<file path="src/logic/ppc_fx_pkg.sv">
//--------------------
// Fixed-point core definitions
// Widths, tags, encodings and the bus structs shared by all blocks
//--------------------
package ppc_fx_pkg;

    localparam int NUM_UNITS = 2;
    localparam int RS_DEPTH  = 4;
    localparam int NUM_GPRS  = 32;

    typedef logic [0:31] word_t;
    typedef logic [0:4]  gpr_addr_t;
    typedef logic [0:$clog2(NUM_UNITS*RS_DEPTH)-1] rs_tag_t;
    typedef logic [0:$clog2(RS_DEPTH)-1]           rs_slot_t;
    typedef logic [0:$clog2(NUM_UNITS)-1]          unit_idx_t;

    //--------------------
    // Primary and extended opcodes
    //--------------------
    localparam logic [0:5] OPC_ADDI = 6'd14;
    localparam logic [0:5] OPC_ORI  = 6'd24;
    localparam logic [0:5] OPC_X    = 6'd31;

    localparam logic [0:9] XO_ADD  = 10'd266;
    localparam logic [0:9] XO_SUBF = 10'd40;
    localparam logic [0:9] XO_AND  = 10'd28;
    localparam logic [0:9] XO_OR   = 10'd444;
    localparam logic [0:9] XO_XOR  = 10'd316;

    typedef enum logic [0:2] {
        FX_ADD,
        FX_SUBF,
        FX_AND,
        FX_OR,
        FX_XOR
    } fx_op_e;

    // Value is valid when ready, otherwise wait for tag
    typedef struct packed {
        logic    ready;
        rs_tag_t tag;
        word_t   value;
    } operand_t;

    typedef struct packed {
        fx_op_e    op;
        gpr_addr_t dst;
        operand_t  a;
        operand_t  b;
    } dispatch_t;

    typedef struct packed {
        rs_tag_t   tag;
        gpr_addr_t dst;
        word_t     value;
    } result_t;

endpackage
</file>
<file path="src/logic/fx_unit.sv">
`timescale 1ns/1ps
//--------------------
// Fixed-point execution unit
// Add, subtract-from and logical ops into one output register
//--------------------
module fx_unit
    import ppc_fx_pkg::*;
(
    input  logic      clk,
    input  logic      arst_n,
    input  logic      iss_valid,
    output logic      iss_ready,
    input  fx_op_e    iss_op,
    input  gpr_addr_t iss_dst,
    input  rs_tag_t   iss_tag,
    input  word_t     iss_a,
    input  word_t     iss_b,
    output logic      res_valid,
    input  logic      res_ready,
    output result_t   res
);

    word_t value;

    always_comb begin
        case (iss_op)
            FX_ADD:  value = iss_a + iss_b;
            FX_SUBF: value = iss_b - iss_a;
            FX_AND:  value = iss_a & iss_b;
            FX_OR:   value = iss_a | iss_b;
            FX_XOR:  value = iss_a ^ iss_b;
            default: value = '0;
        endcase
    end

    // Accept when empty or draining this cycle
    assign iss_ready = !res_valid || res_ready;

    always_ff @(posedge clk or negedge arst_n) begin
        if (!arst_n) begin
            res_valid <= 1'b0;
        end else if (iss_ready) begin
            res_valid <= iss_valid;
        end
    end

    always_ff @(posedge clk) begin
        if (iss_valid && iss_ready) begin
            res.tag   <= iss_tag;
            res.dst   <= iss_dst;
            res.value <= value;
        end
    end

endmodule

</file>
<file path="config.mk">
export PLATFORM = sky130hd
export DESIGN_NAME = fx_unit
export DESIGN_NICKNAME = d
export VERILOG_FILES = /design/src/logic/ppc_fx_pkg.sv /design/src/logic/fx_unit.sv
export SDC_FILE = /design/constraint.sdc
export NUM_CORES = 1
export LEC_CHECK = 0
export ABC_AREA = 1
export BUFFER_PORTS_ARGS = -buffer_cell sky130_fd_sc_hd__buf_4
export CAP_MARGIN = 15
export CORE_UTILIZATION = 50
export DETAILED_ROUTE_END_ITERATION = 8
export HOLD_SLACK_MARGIN = 0.1
export PLACE_DENSITY = 0.88
export SLEW_MARGIN = 20
export SYNTH_ARGS = -nofsm -noshare
export SYNTH_HDL_FRONTEND = slang
export SYNTH_SLANG_ARGS = --single-unit
export TNS_END_PERCENT = 5
</file>
<file path="constraint.sdc">
create_clock -name clk -period 2.6 [get_ports clk]
set_input_delay 0.39 -clock clk [delete_from_list [all_inputs] [get_ports clk]]
set_output_delay 0.39 -clock clk [all_outputs]
set_load 0.05 [all_outputs]
</file>
==> impl_metrics.yaml <==
yosys:
  ys_warn_count: 0
  synth-seq-cells: 41
  synth_nets: 1155
  synth_cell_type_count: 41
  yosys.area.top_type: "edfxtp_1"
  synthesis.area_mm2: 0.006372
  avgSynthCellArea_um2: 6.509
  synth_top_area_share: 0.1885
  synthCells: 979
  synthTopCellsByArea: "edfxtp_1 (19%), ha_1 (19%), nand2_1 (17%)"
  seq_area_frac_synth: 0.1924
placement:
  dp_cells: 1413
  gp_routability_congestion: 0.9951
  place_hpwl_um: 18720
  portBuffers: 120
global_route:
  first_global_vias: 7620
  grt_overflow: 0
  antenna_found_initial: 1
  grt_max_degree: 30
  grt_pass1_wl_um: 37050
  gr-usage-all-layers: 0.3650
timing:
  post-route-min-period_ns: 2.883
  slew_headroom: 0.5258
  rsz0062_at_grt: "true"
  fin_skew_ns: 0.02274
  finalHoldViolCount: 0
  finalMaxSlewViolations: 0
  max_freq_mhz: 346.9
  finalWorstSetupSlack_ns: -0.2828
  tightest_slew_ns: 0.7114
  setup_violations: 22
  post-route-period-util: 1.109
critical_path:
  cp_slowest_cell: "ha_1"
  path_delay_family: "simple AND/OR/NAND/NOR gates"
  worstSetupStartpointType: "primary input"
  reg2reg_from: "res_valid"
  worst-path-max-fanout: 5
  path_cells: "buf_6, inv_4, buf_4, nand3_4, nor3_4, buf_4, a21oi_1, xor2_1, ha_1, nand2_1, inv_1, nand2_1, inv_1, buf_4, nand2_1, nor2_1, nand2_1, nand2_1, nand2_1, nand3_1, nand2_1"
  crit_top_cell: "nand2_1"
  startpoint: "iss_a[1]"
  crit_path_max_incr_delay_ns: 0.42
  path_class: "in2reg"
  critPathCaptureType: "register"
  path_buf_inv: 7
  required_ns: 2.64
  critPathArrivalTime_ns: 2.92
cells_and_area:
  seqCellArea_mm2: 0.001226
  nNetsFinal: 1437
  fillCellCount: 880
  multi_input_area_mm2: 0.004840
  final_cells: 1430
  diodes: 0
  area_growth_syn_to_layout_pct: 46.34
  drive_above_1_share: 0.3566
routing:
  routed_wirelength_um: 24270
  drc: 0
  dr.pass1.iters: 8
  drtAntennaViolNets: 0
  vias: 7953
  wl_per_cell_um: 16.97
  drtIter0Drc: 900
  routed_via_density: 5.562
clock_tree:
  cts-root-buf: "clkbuf_16"
  worstSkewPairLatency_ns: 0.30
  clkSinkCount: 41
  htreeDepth: 2
  cts_tree: "built"
  clkTransAtPathRegs_ns: 0.06
  clk_path_buf_depth: 2
  cts_made_buffers: 5
floorplan:
  rows: 40
  die_h_um: 114.9
  die_area_mm2: 0.01320
  die_w_um: 114.9
  start_util: 0.5218
  ios: 121
  coreArea_mm2: 0.01221
power_and_ir_drop:
  pwr_density_cell_mw_per_mm2: 382.3
  finalPower_mw: 3.565
  ir_worst_vdd_mv: 0.3029
  leakagePower_nw: 5.102
run_status:
  violations: "setup timing"
  status: "finished with violations"
flow_run:
  maxCapViolCount: 0
hold_path:
  min_from: "iss_tag[2]"
  hold_path.class: "in2reg"
layer usage:
| layer | vias up | GRT usage | routed length, µm |
|---|---|---|---|
| met1 | 3644 | 0.4777 | 9460 |
| met4 | 0 | 0.1506 | 1063 |
| li1 | 3684 | - | - |
| met2 | 514 | 0.6076 | 11200 |
| met5 | - | 0 | 0 |
| met3 | 111 | 0.04639 | 2541 |
per-stage QoR:
| stage | setup WS, ns | cell area, µm² | setup TNS, ns | util | hold WS, ns |
|---|---|---|---|---|---|
| after floorplan | -0.1477 | 6376 | -1.406 | - | 0.09441 |
| after global placement | -0.6178 | 8628 | -10.49 | 0.7066 | 0.1651 |
| after detailed placement | -0.7073 | 8628 | -12.92 | 0.7066 | 0.1698 |
| after CTS | -0.1289 | 9071 | -0.8316 | 0.7428 | 0.2748 |
| after global routing | -0.3655 | 9325 | -5.693 | 0.7636 | 0.2694 |
| final | -0.2828 | 9325 | -3.563 | 0.7636 | 0.2732 |
path summary, 6_finish.rpt:
check	depth (start not counted)	endpoint	slack, ns
min	1	res[39]	0.27
max reg2reg	2	res[26]	1.11
max in group asynchronous	2	res_valid	2.12
max	21	res[29]	-0.28
min reg2reg	2	res_valid	0.62
min in group asynchronous	2	res_valid	0.40
cells in the mapped netlist, drive strengths merged:
library cell  instances
nand3                54
o21ai                34
nor2                122
or2                   3
a21oi                32
o21bai                3
edfxtp               40
buf                  10
xor2                 29
fa                    1
o2111ai               3
nand2               304
inv                 180
a221oi               20
nand4                10
o31ai                 2
dfrtp                 1
o211ai                2
ha                   96
nand3b               10
a31oi                 3
o21a                  2
a21o                  2
clkbuf                5
nor3                 11
state kept, by name (all words and copies together) (netlist names):
| name | flops |
|---|---|
| res | 40 |
| res_valid | 1 |
area by class of cell:
cell class | instances | share of cell area
multi-input combinational | 743 | 0.5190
clock inverter | 3 | 0.004428
clock buffer | 5 | 0.01342
sequential | 41 | 0.1315
timing repair buffer | 290 | 0.2359
tap | 168 | 0.02254
inverter | 180 | 0.07326
power breakdown:
part	switching, mW	internal, mW
combinational	1.20	0.810
clock	0.292	0.451
sequential	0.0169	0.796
logic make-up after synthesis:
family | Yosys count | share of synthesized area
XOR/XNOR | 29 | 0.03986
buffers and inverters | 195 | 0.1211
AND/OR/NAND/NOR | 514 | 0.3522
AO/OA/AOI/OAI | 103 | 0.1027
adder cells (fa/ha/maj) | 97 | 0.1916
flip-flops | 41 | 0.1924
cell usage in the layout (no fill, tap or decap), drive strengths merged, types with 20 or more instances in the layout:
master	instances
o21ai	34
ha	96
edfxtp	40
a21oi	32
nor2	122
nand2	304
inv	180
nand3	54
a221oi	20
buf	289
xor2	29
what timing repair did:
action	in CTS	in global routing
hold buffers	1	0
endpoints found under the setup margin	23	24
gates cloned	0	0
pin swaps	25	36
hold endpoints to repair	1	0
buffers inserted	3	5
gates resized for setup	57	62
No activity file was read; power rests on OpenSTA's default activity.
