### src/logic/ppc_fx_pkg.sv
//--------------------
// Fixed-point core definitions
// Widths, tags, encodings and the bus structs shared by all blocks
//--------------------
package ppc_fx_pkg;

    localparam int NUM_UNITS = 2;
    localparam int RS_DEPTH  = 4;
    localparam int NUM_GPRS  = 32;

    typedef logic [0:31] word_t;
    typedef logic [0:4]  gpr_addr_t;
    typedef logic [0:$clog2(NUM_UNITS*RS_DEPTH)-1] rs_tag_t;
    typedef logic [0:$clog2(RS_DEPTH)-1]           rs_slot_t;
    typedef logic [0:$clog2(NUM_UNITS)-1]          unit_idx_t;

    //--------------------
    // Primary and extended opcodes
    //--------------------
    localparam logic [0:5] OPC_ADDI = 6'd14;
    localparam logic [0:5] OPC_ORI  = 6'd24;
    localparam logic [0:5] OPC_X    = 6'd31;

    localparam logic [0:9] XO_ADD  = 10'd266;
    localparam logic [0:9] XO_SUBF = 10'd40;
    localparam logic [0:9] XO_AND  = 10'd28;
    localparam logic [0:9] XO_OR   = 10'd444;
    localparam logic [0:9] XO_XOR  = 10'd316;

    typedef enum logic [0:2] {
        FX_ADD,
        FX_SUBF,
        FX_AND,
        FX_OR,
        FX_XOR
    } fx_op_e;

    // Value is valid when ready, otherwise wait for tag
    typedef struct packed {
        logic    ready;
        rs_tag_t tag;
        word_t   value;
    } operand_t;

    typedef struct packed {
        fx_op_e    op;
        gpr_addr_t dst;
        operand_t  a;
        operand_t  b;
    } dispatch_t;

    typedef struct packed {
        rs_tag_t   tag;
        gpr_addr_t dst;
        word_t     value;
    } result_t;

endpackage
### src/logic/reservation_station.sv
`timescale 1ns/1ps
//--------------------
// Reservation station
// Entries wait for operands on the result bus and issue to one unit
// An entry is held until its own tag is written back
//--------------------
module reservation_station
    import ppc_fx_pkg::*;
#(
    parameter int UNIT_INDEX = 0
)(
    input  logic      clk,
    input  logic      arst_n,
    input  logic      disp_valid,
    input  dispatch_t disp,
    output logic      free,
    output rs_slot_t  free_slot,
    output logic      iss_valid,
    input  logic      iss_ready,
    output fx_op_e    iss_op,
    output gpr_addr_t iss_dst,
    output rs_tag_t   iss_tag,
    output word_t     iss_a,
    output word_t     iss_b,
    input  logic      wb_valid,
    input  result_t   wb
);

    typedef enum logic [0:1] {
        ENT_FREE,
        ENT_WAIT,
        ENT_FLIGHT
    } ent_state_e;

    ent_state_e state [RS_DEPTH];
    dispatch_t  entry [RS_DEPTH];
    rs_slot_t   iss_slot;

    function automatic rs_tag_t slot_tag(int slot);
        return rs_tag_t'(UNIT_INDEX * RS_DEPTH + slot);
    endfunction

    // Scan downwards so the lowest index wins
    always_comb begin
        free      = 1'b0;
        free_slot = '0;
        iss_valid = 1'b0;
        iss_slot  = '0;
        for (int i = RS_DEPTH - 1; i >= 0; i--) begin
            if (state[i] == ENT_FREE) begin
                free      = 1'b1;
                free_slot = rs_slot_t'(i);
            end
            if (state[i] == ENT_WAIT && entry[i].a.ready && entry[i].b.ready) begin
                iss_valid = 1'b1;
                iss_slot  = rs_slot_t'(i);
            end
        end
    end

    assign iss_op  = entry[iss_slot].op;
    assign iss_dst = entry[iss_slot].dst;
    assign iss_tag = slot_tag(int'(iss_slot));
    assign iss_a   = entry[iss_slot].a.value;
    assign iss_b   = entry[iss_slot].b.value;

    //--------------------
    // Entry state
    //--------------------
    always_ff @(posedge clk or negedge arst_n) begin
        if (!arst_n) begin
            for (int i = 0; i < RS_DEPTH; i++) begin
                state[i] <= ENT_FREE;
            end
        end else begin
            for (int i = 0; i < RS_DEPTH; i++) begin
                case (state[i])
                    ENT_FREE: begin
                        if (disp_valid && free_slot == rs_slot_t'(i)) begin
                            state[i] <= ENT_WAIT;
                        end
                    end
                    ENT_WAIT: begin
                        if (iss_valid && iss_ready && iss_slot == rs_slot_t'(i)) begin
                            state[i] <= ENT_FLIGHT;
                        end
                    end
                    ENT_FLIGHT: begin
                        if (wb_valid && wb.tag == slot_tag(i)) begin
                            state[i] <= ENT_FREE;
                        end
                    end
                    default: state[i] <= ENT_FREE;
                endcase
            end
        end
    end

    // Operand capture from the bus
    always_ff @(posedge clk) begin
        for (int i = 0; i < RS_DEPTH; i++) begin
            if (state[i] == ENT_FREE && disp_valid && free_slot == rs_slot_t'(i)) begin
                entry[i] <= disp;
            end else if (state[i] == ENT_WAIT && wb_valid) begin
                if (!entry[i].a.ready && entry[i].a.tag == wb.tag) begin
                    entry[i].a.ready <= 1'b1;
                    entry[i].a.value <= wb.value;
                end
                if (!entry[i].b.ready && entry[i].b.tag == wb.tag) begin
                    entry[i].b.ready <= 1'b1;
                    entry[i].b.value <= wb.value;
                end
            end
        end
    end

endmodule

### config.mk
export PLATFORM = sky130hd
export DESIGN_NAME = reservation_station
export DESIGN_NICKNAME = d
export VERILOG_FILES = /design/src/logic/ppc_fx_pkg.sv /design/src/logic/reservation_station.sv
export SDC_FILE = /design/constraint.sdc
export NUM_CORES = 1
export LEC_CHECK = 0
export BUFFER_PORTS_ARGS = -buffer_cell sky130_fd_sc_hd__buf_2
export CORE_MARGIN = 3
export CORE_UTILIZATION = 35
export DETAILED_ROUTE_END_ITERATION = 8
export PLACE_DENSITY = 0.62
export SETUP_SLACK_MARGIN = 0.15
export SLEW_MARGIN = 20
export SYNTH_ARGS = -nofsm -noshare
export SYNTH_HDL_FRONTEND = slang
export SYNTH_SLANG_ARGS = --single-unit
### constraint.sdc
create_clock -name clk -period 6.3 [get_ports clk]
set_input_delay 0.315 -clock clk [delete_from_list [all_inputs] [get_ports clk]]
set_output_delay 0.315 -clock clk [all_outputs]
set_load 0.005 [all_outputs]
==> results.toml <==
[cts]
clk_pin_slew_ns = 0.06
cts.path.max_buffers = 3
htreeDepth = 2
cts.sink_count = 328
cts_tree = "yes"
cts_root_buf = "clkbuf_16"
cts_resized = 0
clock_latency_ns = 0.55
cts-buffers-inserted = 39

[synthesis]
netlist_area_um2 = 15630
yosysTopAreaCellShare = 0.6109
yosysWarnings = 0
synth_largest_area_cell = "edfxtp_1"
ys_ff_latch = 328
seq_area_frac_synth = 0.6263
synth.avg_cell_area_um2 = 14.51
syn_nets = 1202
synth_flop_cell = "edfxtp_1"
yosysMostFrequentCell = "edfxtp_1"
synth.distinct_cells = 46
synth-edff-count = 318
ys_top_cells_by_count = "318 x edfxtp_1, 188 x mux2_2, 106 x o21ai_0, 86 x nand2_1, 72 x a221oi_1"
synthArstFlopShare = 0.02439
netlist_instances = 1077
ys_top_cells_by_area = "edfxtp_1 61%, mux2_2 14%, a221oi_1 4.0%"

[worst_setup_path]
cpPeakStageDelay_ns = 0.86
setup.worst_path.end_class = "output port"
r2r_start = "state[7]"
worstSetupPathType = "reg2out"
crit_required_ns = 5.98
rr_worst_depth = 5
reg2reg_to = "entry[0][40]"
start_kind = "flop"
ff2ff_setup_slack_ns = 3.01
cp.arrival_ns = 3.72
cp_slowest_cell = "buf_4"
cp_cell_sequence = "nand4b_4 > o31ai_4 > buf_4 > nand2_1 > o21ai_1 > buf_2"
crit_fanout = 58

[placement]
dp_cells = 1790
gp_congestion = 0.7528
place_area_um2 = 16920
io_buffers = 197
dp_hpwl_um = 26410
post-place-ws_ns = 2.783

[die]
core_um2 = 43550
die_w_um = 217.3
die_area_um2 = 47230
io_pins = 204
die_h_um = 217.3
num_rows = 76
start_util = 0.3589

[cells_and_area]
drive_gt1_frac = 0.3724
fin_cells = 1879
final_area_um2 = 18320
multiInputGateArea_um2 = 5311
fin_nets = 1386
fillCellCount = 4097
syn_to_final_growth_pct = 17.21
regArea_um2 = 9789

[min_path]
holdPathStages = 3
hold_path.class = "in2reg"
hp-start = "disp[35]"
hold_end = "entry[2][35]"

[power_and_ir_drop]
leakage_nw = 6.506
peakVddDrop_mv = 0.2693
p_per_area_nw_per_um2 = 406.8
power_mw = 7.453

[routing]
drc = 0
viasPerCell = 5.518
wl_per_cell_um = 25.11
detail-route-antenna-nets = 0
drtIter0Drc = 800
via_count = 10370
drt_wl_total_um = 47180
dr.pass1.iters = 5

[sta]
rsz0062_at_grt = "no"
hold_viol = 0
period_share = 0.6403
finClkSkew_ns = 0.01697
fin_ws_ns = 2.266
tightest_slew_ns = 1.066
setup-violations-final = 0
fmax_ghz = 0.2479
tns_ns = 0
maxSlewViolCount = 0
slew_headroom = 0.2892
fin_crit_ns = 4.034

[grt]
antenna_found_initial = 9
grt_pass1_vias = 10770
gr-total-overflow = 0
grt_pass1_wl_um = 69510
grt_usage = 0.1971
grt_start_max_net_pins = 73

[job]
cap_violations = 0

[run_status]
status = "finished, final reports clean"
layout make-up:
| cell class | instances | share of cell area |
|---|---|---|
| Clock buffer | 51 | 0.05914 |
| Clock inverter | 18 | 0.007444 |
| Inverter | 6 | 0.001229 |
| Antenna cell | 5 | 0.0006829 |
| Timing Repair Buffer | 225 | 0.06734 |
| Tap cell | 585 | 0.03995 |
| Sequential cell | 328 | 0.5343 |
| Multi-Input combinational cell | 661 | 0.2899 |
where the power goes:
group	total (mW)	internal, mW	switching, mW
clock	2.17	1.29	0.885
combinational	2.18	0.729	1.45
sequential	3.10	2.97	0.134
placed cells by master (no fill, tap or decap), drive strengths merged, types with 3 or more instances in the layout:
cell type	synthesis	routed
a221oi	72	72
a22o	64	64
and4b	3	3
buf	59	210
clkbuf	23	51
clkinv	0	14
dfrtp	8	8
diode	0	5
dlygate4sd3	0	15
edfxtp	318	318
inv	6	6
mux2	192	192
nand2	86	86
nand2b	8	8
nand3b	4	4
nand4	8	8
nand4b	5	5
nor2	16	16
o21ai	154	154
or2	3	3
xnor2	18	18
xor2	6	6
metrics by stage:
stage | utilization | hold slack [ns]
global placement | 0.3886 | 0.1771
global route | 0.4205 | 0.04424
CTS | 0.4200 | 0.008147
detailed placement | 0.3886 | 0.1804
finish | 0.4207 | 0.03235
floorplan | - | 0.01941
cell families (layout without fill, tap and decap cells):
kind of cell,after synthesis,after routing,share of synthesized area
flip-flops,328,328,0.6263
AO/OA/AOI/OAI,297,297,0.1296
XOR/XNOR,24,24,0.01345
buffers and inverters,88,300,0.03802
other,1,6,0.0002399
multiplexers,192,192,0.1393
AND/OR/NAND/NOR,147,147,0.05315
flip-flops by register name, indices dropped and copies added (netlist names):
register / flops
entry: 320
state: 8
worst max-delay path by stage:
stage	from	endpoint	slack, ns	cells after the start
after detailed placement	state[7]	iss_b[25]	2.78	6
final	state[7]	iss_b[25]	2.27	6
after global placement	state[7]	iss_b[25]	2.78	6
after CTS	state[7]	iss_b[25]	2.18	6
after global routing	state[7]	iss_b[25]	2.02	6
after floorplan	state[5]	entry[1][0]	4.06	5
metal layers:
layer	vias up	global-route usage	part of all wire
li1	4664	-	-
met1	5266	0.2489	0.41
met2	367	0.3428	0.50
met4	8	0.05566	0.019
met3	63	0.04161	0.066
met5	-	0	0.0011
what timing repair did:
action / 4_1_cts / 5_1_grt
hold buffers: 15 / 0
hold endpoints to repair: 64 / 0
setup buffers: 0 / 0
setup endpoints to repair: 0 / 0
worst max-delay path, delay by kind of cell (launching register included):
kind / cells / cell delay, ns
AO/OA/AOI/OAI: 2 / 0.77
buffers and inverters: 2 / 1.06
flip-flops: 1 / 0.45
AND/OR/NAND/NOR: 2 / 0.86
Power figures use the tool's default switching activity.
