**src/logic/ppc_fx_pkg.sv**
```systemverilog
//--------------------
// Fixed-point core definitions
// Widths, tags, encodings and the bus structs shared by all blocks
//--------------------
package ppc_fx_pkg;

    localparam int NUM_UNITS = 2;
    localparam int RS_DEPTH  = 4;
    localparam int NUM_GPRS  = 32;

    typedef logic [0:31] word_t;
    typedef logic [0:4]  gpr_addr_t;
    typedef logic [0:$clog2(NUM_UNITS*RS_DEPTH)-1] rs_tag_t;
    typedef logic [0:$clog2(RS_DEPTH)-1]           rs_slot_t;
    typedef logic [0:$clog2(NUM_UNITS)-1]          unit_idx_t;

    //--------------------
    // Primary and extended opcodes
    //--------------------
    localparam logic [0:5] OPC_ADDI = 6'd14;
    localparam logic [0:5] OPC_ORI  = 6'd24;
    localparam logic [0:5] OPC_X    = 6'd31;

    localparam logic [0:9] XO_ADD  = 10'd266;
    localparam logic [0:9] XO_SUBF = 10'd40;
    localparam logic [0:9] XO_AND  = 10'd28;
    localparam logic [0:9] XO_OR   = 10'd444;
    localparam logic [0:9] XO_XOR  = 10'd316;

    typedef enum logic [0:2] {
        FX_ADD,
        FX_SUBF,
        FX_AND,
        FX_OR,
        FX_XOR
    } fx_op_e;

    // Value is valid when ready, otherwise wait for tag
    typedef struct packed {
        logic    ready;
        rs_tag_t tag;
        word_t   value;
    } operand_t;

    typedef struct packed {
        fx_op_e    op;
        gpr_addr_t dst;
        operand_t  a;
        operand_t  b;
    } dispatch_t;

    typedef struct packed {
        rs_tag_t   tag;
        gpr_addr_t dst;
        word_t     value;
    } result_t;

endpackage
```
**src/logic/instr_issue.sv**
```systemverilog
`timescale 1ns/1ps
//--------------------
// Decode and dispatch
// Reads operands, picks the first station with room and renames rD/rA
//--------------------
module instr_issue
    import ppc_fx_pkg::*;
(
    input  logic                 instr_valid,
    output logic                 instr_ready,
    input  word_t                instr,
    input  logic [0:NUM_UNITS-1] rs_free,
    input  rs_slot_t             rs_free_slot [NUM_UNITS],
    output logic [0:NUM_UNITS-1] disp_valid,
    output dispatch_t            disp,
    output gpr_addr_t            rd_addr_a,
    output gpr_addr_t            rd_addr_b,
    input  operand_t             rd_a,
    input  operand_t             rd_b,
    output logic                 rename_en,
    output gpr_addr_t            rename_addr,
    output rs_tag_t              rename_tag
);

    logic [0:5]  opcd;
    logic [0:9]  xo;
    logic [0:15] imm;
    gpr_addr_t   f_rt;
    gpr_addr_t   f_ra;
    gpr_addr_t   f_rb;
    logic        supported;
    logic        any_free;
    unit_idx_t   unit_sel;

    function automatic operand_t const_op(word_t v);
        operand_t op;
        op.ready = 1'b1;
        op.tag   = '0;
        op.value = v;
        return op;
    endfunction

    assign opcd = instr[0:5];
    assign f_rt = instr[6:10];
    assign f_ra = instr[11:15];
    assign f_rb = instr[16:20];
    assign xo   = instr[21:30];
    assign imm  = instr[16:31];

    //--------------------
    // Decode
    //--------------------
    always_comb begin
        supported = 1'b1;
        disp.op   = FX_ADD;
        disp.dst  = f_rt;
        disp.a    = rd_a;
        disp.b    = rd_b;
        rd_addr_a = f_ra;
        rd_addr_b = f_rb;
        case (opcd)
            OPC_ADDI: begin
                disp.b = const_op({{16{imm[0]}}, imm});
                if (f_ra == '0) begin
                    disp.a = const_op('0);
                end
            end
            OPC_ORI: begin
                disp.op   = FX_OR;
                disp.dst  = f_ra;
                rd_addr_a = f_rt;
                disp.b    = const_op({16'h0000, imm});
            end
            OPC_X: begin
                case (xo)
                    XO_ADD:  disp.op = FX_ADD;
                    XO_SUBF: disp.op = FX_SUBF;
                    XO_AND:  disp.op = FX_AND;
                    XO_OR:   disp.op = FX_OR;
                    XO_XOR:  disp.op = FX_XOR;
                    default: supported = 1'b0;
                endcase
                // Logical forms read rS and write rA
                if (xo == XO_AND || xo == XO_OR || xo == XO_XOR) begin
                    rd_addr_a = f_rt;
                    disp.dst  = f_ra;
                end
                // No record forms
                if (instr[31]) begin
                    supported = 1'b0;
                end
            end
            default: supported = 1'b0;
        endcase
    end

    //--------------------
    // Station select
    //--------------------
    always_comb begin
        any_free = 1'b0;
        unit_sel = '0;
        for (int u = NUM_UNITS - 1; u >= 0; u--) begin
            if (rs_free[u]) begin
                any_free = 1'b1;
                unit_sel = unit_idx_t'(u);
            end
        end
    end

    // Unsupported words are taken and dropped
    assign instr_ready = any_free || !supported;
    assign rename_en   = instr_valid && supported && any_free;
    assign rename_addr = disp.dst;
    assign rename_tag  = rs_tag_t'(int'(unit_sel) * RS_DEPTH + int'(rs_free_slot[unit_sel]));

    always_comb begin
        disp_valid           = '0;
        disp_valid[unit_sel] = rename_en;
    end

endmodule

```
**config.mk**
```make
export PLATFORM = sky130hd
export DESIGN_NAME = instr_issue
export DESIGN_NICKNAME = d
export VERILOG_FILES = /design/src/logic/ppc_fx_pkg.sv /design/src/logic/instr_issue.sv
export SDC_FILE = /design/constraint.sdc
export NUM_CORES = 1
export LEC_CHECK = 0
export BUFFER_PORTS_ARGS = -buffer_cell sky130_fd_sc_hd__buf_2
export CAP_MARGIN = 20
export CELL_PAD_IN_SITES_DETAIL_PLACEMENT = 1
export CELL_PAD_IN_SITES_GLOBAL_PLACEMENT = 2
export CORE_UTILIZATION = 11
export DETAILED_ROUTE_END_ITERATION = 6
export PLACE_DENSITY = 0.95
export SLEW_MARGIN = 40
export SYNTH_ARGS = -nofsm -noshare
export SYNTH_HDL_FRONTEND = slang
export SYNTH_SLANG_ARGS = --single-unit
export TNS_END_PERCENT = 30
```
**constraint.sdc**
```tcl
create_clock -name vclk -period 3.6
set_input_delay 0.36 -clock vclk [all_inputs]
set_output_delay 0.36 -clock vclk [all_outputs]
set_load 0.005 [all_outputs]
```
==> results.py, run 1 <==
metrics = {
    "critical_path": {
        "startpoint": "instr[1]",
        "crit_required_ps": 3240,
        "crit_family": "simple AND/OR/NAND/NOR gates",
        "cpMaxStageDelayCell": "or4b_4",
        "path_buf_inv": 2,
        "arrival_ps": 2100,
        "cp.depth": 6,
        "crit_fanout": 10,
        "path_cells": "buf_2 -> or4b_4 -> nor4_4 -> a31oi_4 -> mux2_2 -> buf_2",
        "critical_path_class": "input pin to output port",
        "crit_end": "disp[74]",
        "crit_path_max_incr_delay_ps": 560,
        "start_kind": "input pin",
        "cpMostUsedCell": "buf_2",
        "end_kind": "output port",
    },
    "logic_synthesis": {
        "synth_mux_area_share_pct": 27.8,
        "synth-simple-area-share_pct": 52.3,
        "synth_compound_area_share_pct": 9.80,
        "syn_nets": 276,
        "ys_warn_count": 0,
        "synth_top_family_by_area": "simple AND/OR/NAND/NOR gates",
        "synth_area_per_cell_um2": 6.89,
        "synth_cell_types": 36,
        "synth.most_common_cell": "nand2_1",
        "syn-cell-area_um2": 1140,
        "synth_area_leaders": "mux2_2, nand2_1, nor2b_1",
        "yosysTopAreaCell": "mux2_2",
        "synth_fa_ha_area_share_pct": 0,
        "ys_seq_area_share_pct": 0,
        "synth_xor_area_share_pct": 0,
        "netlist_instances": 165,
        "synth_common_cells": "nand2_1, mux2_2, nor2b_1",
        "synth_top_area_share_pct": 27.8,
    },
    "sta": {
        "hold_viol": 0,
        "max-slew-margin-rel_pct": 58.9,
        "rsz0062_at_grt": "no",
        "tns_ps": 0,
        "layout_min_cycle_time_ps": 2460,
        "worstMarginPinSlew_ps": 615,
        "fmax_mhz": 407,
        "timing.final.crit_share_pct": 68.3,
        "setup_violations": 0,
        "drv_slew": 0,
    },
    "die": {
        "fp.dieArea_um2": 10700,
        "ios": 213,
        "die-height_um": 104,
        "row_count": 36,
        "chipWidth_um": 104,
        "initial_utilization_pct": 11.5,
        "coreArea_um2": 9910,
    },
    "route": {
        "ant_nets": 0,
        "avgRoutedWirePerCell_um": 12.6,
        "dr_total_vias": 1921,
        "firstDrtPassIters": 3,
        "via_per_inst": 3.88,
        "drc": 0,
        "drt-initial-drc-count": 51,
        "drt_wl_total_um": 6230,
    },
    "cts": {
        "hold_buffers": 0,
        "cts_resized": 0,
        "post-cts-setup-buffer-count": 0,
    },
    "layout": {
        "nClkBuffers": 0,
        "syn_to_final_growth_pct": 101,
        "fin_util_pct": 23.1,
        "multi_input_area_um2": 1030,
        "fill_cells": 1307,
        "seq_cells": 0,
        "seq_area_um2": 0,
        "drive_above_1_share_pct": 69.3,
        "finalNetCount": 474,
    },
    "global_routing": {
        "grt_usage_pct": 10.7,
        "grt_max_degree": 37,
        "antenna_found_initial": 1,
        "grt-ovfl-total": 0,
        "grt_pass1_wl_um": 9610,
        "first_global_vias": 1914,
    },
    "placed_design": {
        "dp_hpwl_um": 5600,
        "io_buffers": 213,
        "place.gp.congestion": 0.821,
    },
    "outcome": {
        "status": "finished, final reports clean",
    },
    "min_path": {
        "hold_class": "input pin to output port",
        "hold_depth": 2,
    },
    "power_and_ir_drop": {
        "power_density_nw_per_um2": 88.2,
        "ir_worst_vdd_mv": 0.0206,
        "cellLeakagePower_nw": 1.34,
    },
    "job": {
        "max-cap-violations": 0,
    },
}
## per-stage QoR
| step | area, um2 | setup slack [ps] | total power [mW] | hold WS, ps | cells |
|---|---|---|---|---|---|
| finish | 2290 | 1140 | 0.202 | 906 | 495 |
| global route | 2290 | 960 | 0.224 | 909 | 495 |
| CTS | 2280 | 1110 | 0.206 | 907 | 494 |
| detailed placement | 2280 | 1110 | 0.205 | 906 | 494 |
| global placement | 2270 | 1150 | 0.198 | 900 | 493 |
| floorplan | 1140 | 1360 | 0.0806 | 756 | 165 |
## routing by layer
| metal | global-route usage, % | routed length (um) | vias up |
|---|---|---|---|
| li1 | - | - | 948 |
| met1 | 10.0 | 2080 | 867 |
| met2 | 23.4 | 3610 | 102 |
| met3 | 2.14 | 477 | 4 |
| met4 | 1.76 | 61 | 0 |
| met5 | 0 | 0 | - |
## cell type report
class | count | area share, %
multi-input cells | 146 | 45.0
well taps | 133 | 7.28
diodes | 1 | 0.109
repair buffers | 215 | 47.6
## report_power, final
| part | total (mW) | switching, mW | leakage, nW | internal [mW] |
|---|---|---|---|---|
| Clock | 0.0000000373 | 0 | 0.00000634 | 0.0000000373 |
| Sequential | 0 | 0 | 0 | 0 |
| Combinational | 0.202 | 0.0838 | 1.34 | 0.118 |
| Total | 0.202 | 0.0838 | 1.34 | 0.118 |
## kinds of logic after synthesis
kind of cell,after synthesis
AOI/OAI and AO/OA,13
muxes,28
and+or+nand+nor,105
buffers and inverters,19
## how the worst min path moves through the flow
stage | startpoint | endpoint | slack (ps)
4_1_cts | instr[14] | rd_addr_b[3] | 910
2_1_floorplan | instr[8] | disp[79] | 760
3_3_place_gp | instr[12] | rd_addr_b[1] | 900
5_1_grt | instr[14] | rd_addr_b[3] | 910
6_report | instr[14] | rd_addr_b[3] | 910
3_5_place_dp | instr[14] | rd_addr_b[3] | 910
## cell usage in the layout (no fill, tap or decap)
master	instances
nor2b_1	23
nor4_4	1
buf_2	213
o21ai_0	1
mux2_2	28
nor3_1	3
and2_1	5
or2b_2	1
o21bai_1	1
nand2_1	41
buf_4	1
or2_2	1
and2b_1	13
a211o_1	1
buf_8	1
or4b_4	1
and3b_1	1
diode_2	1
o31ai_1	1
nor2_1	3
a31o_2	1
or4_1	1
nand4_1	1
nor4_1	1
a31oi_4	1
and3_1	1
o21ai_4	1
nor3b_1	3
or3_1	1
a21boi_0	2
nand3_1	2
nand2b_1	1
o211ai_1	1
a21oi_1	1
or4bb_1	1
o311ai_0	1
a211oi_1	1
(Power assumes the default switching activity.)
==> run 2: changes to the inputs <==
ABC_AREA = 1   (was not set)
CORE_UTILIZATION = 10   (was 11)
PLACE_DENSITY = 0.93   (was 0.95)
clock period = 2.47 ns   (was 3.6 ns; I/O delays follow)
==> run 2 against run 1 <==
  * Die area is 20% higher
  * Largest cell class unchanged
  * Synthesized cell count is 73% higher
  * Count of clock-buffer cells in the layout stayed put
  * Hold slack worse by 230 ps
  * First-iteration DRC count is 7.8% higher
  * Wire length is 11% higher
  * Critical path depth is 4 higher
==> results.py, run 2 <==
metrics = {
    "outcome": {
        "status": "finished, final reports clean",
    },
    "global_routing": {
        "globalRouteMet1Util_pct": 12.3,
        "grt_usage_pct": 9.79,
        "first_global_vias": 2060,
        "grt.busiest_layer": "met2",
        "use_met3_pct": 1.07,
        "antenna_found_initial": 1,
        "grt_max_degree": 37,
        "grt_pass1_wl_um": 10300,
        "grt-ovfl-total": 0,
        "use_met2_pct": 18.8,
    },
    "critical_path": {
        "cpMaxStageDelayCell": "o21ai_0",
        "crit_fanout": 20,
        "arrival_ps": 1660,
        "path_cells": "buf_2 -> nor2_1 -> nand3_1 -> nand2_1 -> nand2_1 -> nand2_1 -> a21boi_1 -> buf_4 -> o21ai_0 -> buf_2",
        "cpMostUsedCell": "nand2_1",
        "critical_path_class": "input pin to output port",
        "crit_path_max_incr_delay_ps": 260,
        "startpoint": "instr[7]",
        "crit_required_ps": 2220,
        "start_kind": "input pin",
        "end_kind": "output port",
    },
    "route": {
        "drt-initial-drc-count": 55,
        "via_per_inst": 3.51,
        "drt_wl_total_um": 6920,
        "avgRoutedWirePerCell_um": 10.6,
        "firstDrtPassIters": 4,
        "dr_total_vias": 2281,
        "ant_nets": 0,
        "drc": 0,
    },
    "cts": {
        "cts_resized": 0,
        "post-cts-setup-buffer-count": 0,
        "hold_buffers": 0,
    },
    "min_path": {
        "hp-start": "instr[13]",
        "hold_class": "input pin to output port",
        "hold_depth": 2,
        "hold_end": "rd_addr_b[2]",
    },
    "power_and_ir_drop": {
        "cellLeakagePower_nw": 1.72,
        "ir_worst_vdd_mv": 0.0202,
        "power_density_nw_per_um2": 128,
    },
    "logic_synthesis": {
        "ys_seq_area_share_pct": 0,
        "synth_cell_types": 19,
        "synth_area_per_cell_um2": 4.33,
        "synth_area_leaders": "nand2_1, inv_1, nor2_1",
        "netlist_instances": 286,
        "synth_top_area_share_pct": 30.0,
        "syn-cell-area_um2": 1240,
        "synth.most_common_cell": "nand2_1",
        "yosysTopAreaCell": "nand2_1",
        "syn_nets": 397,
        "synth_common_cells": "nand2_1, inv_1, nor2_1",
        "ys_warn_count": 0,
    },
    "layout": {
        "final_common_cell": "buf_2",
        "seq_cells": 0,
        "fill_cells": 1646,
        "nClkBuffers": 0,
        "seq_area_um2": 0,
        "finalNetCount": 595,
        "fin_area_um2": 2390,
        "drive_above_1_share_pct": 46.7,
        "diodes": 0,
        "final_cell_mix": "buf_2, nand2_1, inv_1",
        "syn_to_final_growth_pct": 92.9,
    },
    "placed_design": {
        "dpl-instance-area_um2": 2390,
        "place.gp.congestion": 0.736,
        "io_buffers": 213,
        "dp_hpwl_um": 6160,
    },
    "sta": {
        "tns_ps": 0,
        "fin_hold_ws_ps": 678,
        "layout_min_cycle_time_ps": 1910,
        "setup_violations": 0,
        "drv_slew": 0,
        "rsz0062_at_grt": "no",
        "hold_viol": 0,
        "timing.final.crit_share_pct": 77.4,
        "fmax_mhz": 523,
        "max-slew-margin-rel_pct": 76.0,
        "worstMarginPinSlew_ps": 360,
    },
    "die": {
        "initial_utilization_pct": 10.3,
        "ios": 213,
        "coreArea_um2": 12100,
        "row_count": 40,
        "fp.dieArea_um2": 12800,
        "chipWidth_um": 113,
        "die-height_um": 113,
    },
    "job": {
        "max-cap-violations": 0,
    },
}
run 2: changes by cell type in the layout (fill, tap and decap cells not counted), moves of 3 or more:
cell     change
nor2b_1     -23
buf_4        +4
and2_1       -5
nand3_1      +6
o21ai_0     +11
inv_1       +64
o21ai_1      +7
and2b_1     -13
mux2_2      -28
nor2_1      +54
nor3b_1      -3
nand2_1     +58
run 2: critical path: cells and delay by family:
kind	cells	cell delay, ps
AND/OR/NAND/NOR	5	600
buffers and inverters	3	510
AO/OA/AOI/OAI	2	320
run 2: cell type report:
type / count / area (um2) / share of cell area, %
Inverter: 66 / 248 / 10.4
Multi-Input combinational cell: 198 / 828 / 34.7
Tap cell: 168 / 210 / 8.80
Timing Repair Buffer: 218 / 1100 / 46.2
run 2: worst max path at each step:
stage                           endpoint  slack (ps)  cells after the start
after global placement          disp[72]         480                     10
after detailed placement        disp[72]         520                     10
after global routing            disp[72]         370                     10
final                     rename_addr[0]         560                     10
after floorplan           rename_addr[0]         890                     11
after CTS                       disp[72]         520                     10
run 2: power breakdown:
group / internal [mW] / leakage (nW) / switching (mW)
combinational: 0.160 / 1.72 / 0.146
clock: 0 / 0 / 0
sequential: 0 / 0 / 0
total: 0.160 / 1.72 / 0.146
run 2: cells by family after synthesis:
logic type	after synthesis	synth area share, %
AO/OA/AOI/OAI	20	8.28
AND/OR/NAND/NOR	178	58.6
buffers and inverters	88	33.1
run 2: per-layer routing:
layer,wire (um),part of all wire [%]
met5,0,0
met1,2950,43
met3,382,5.5
met4,0,0
met2,3580,52
run 2: stage by stage:
stage	util [%]	std cells	setup WS, ps	power, mW
after floorplan	-	286	894	0.124
after global placement	19.8	650	481	0.308
after detailed placement	19.8	650	524	0.312
after CTS	19.8	650	524	0.313
after global routing	19.8	650	373	0.348
final	19.8	650	559	0.306
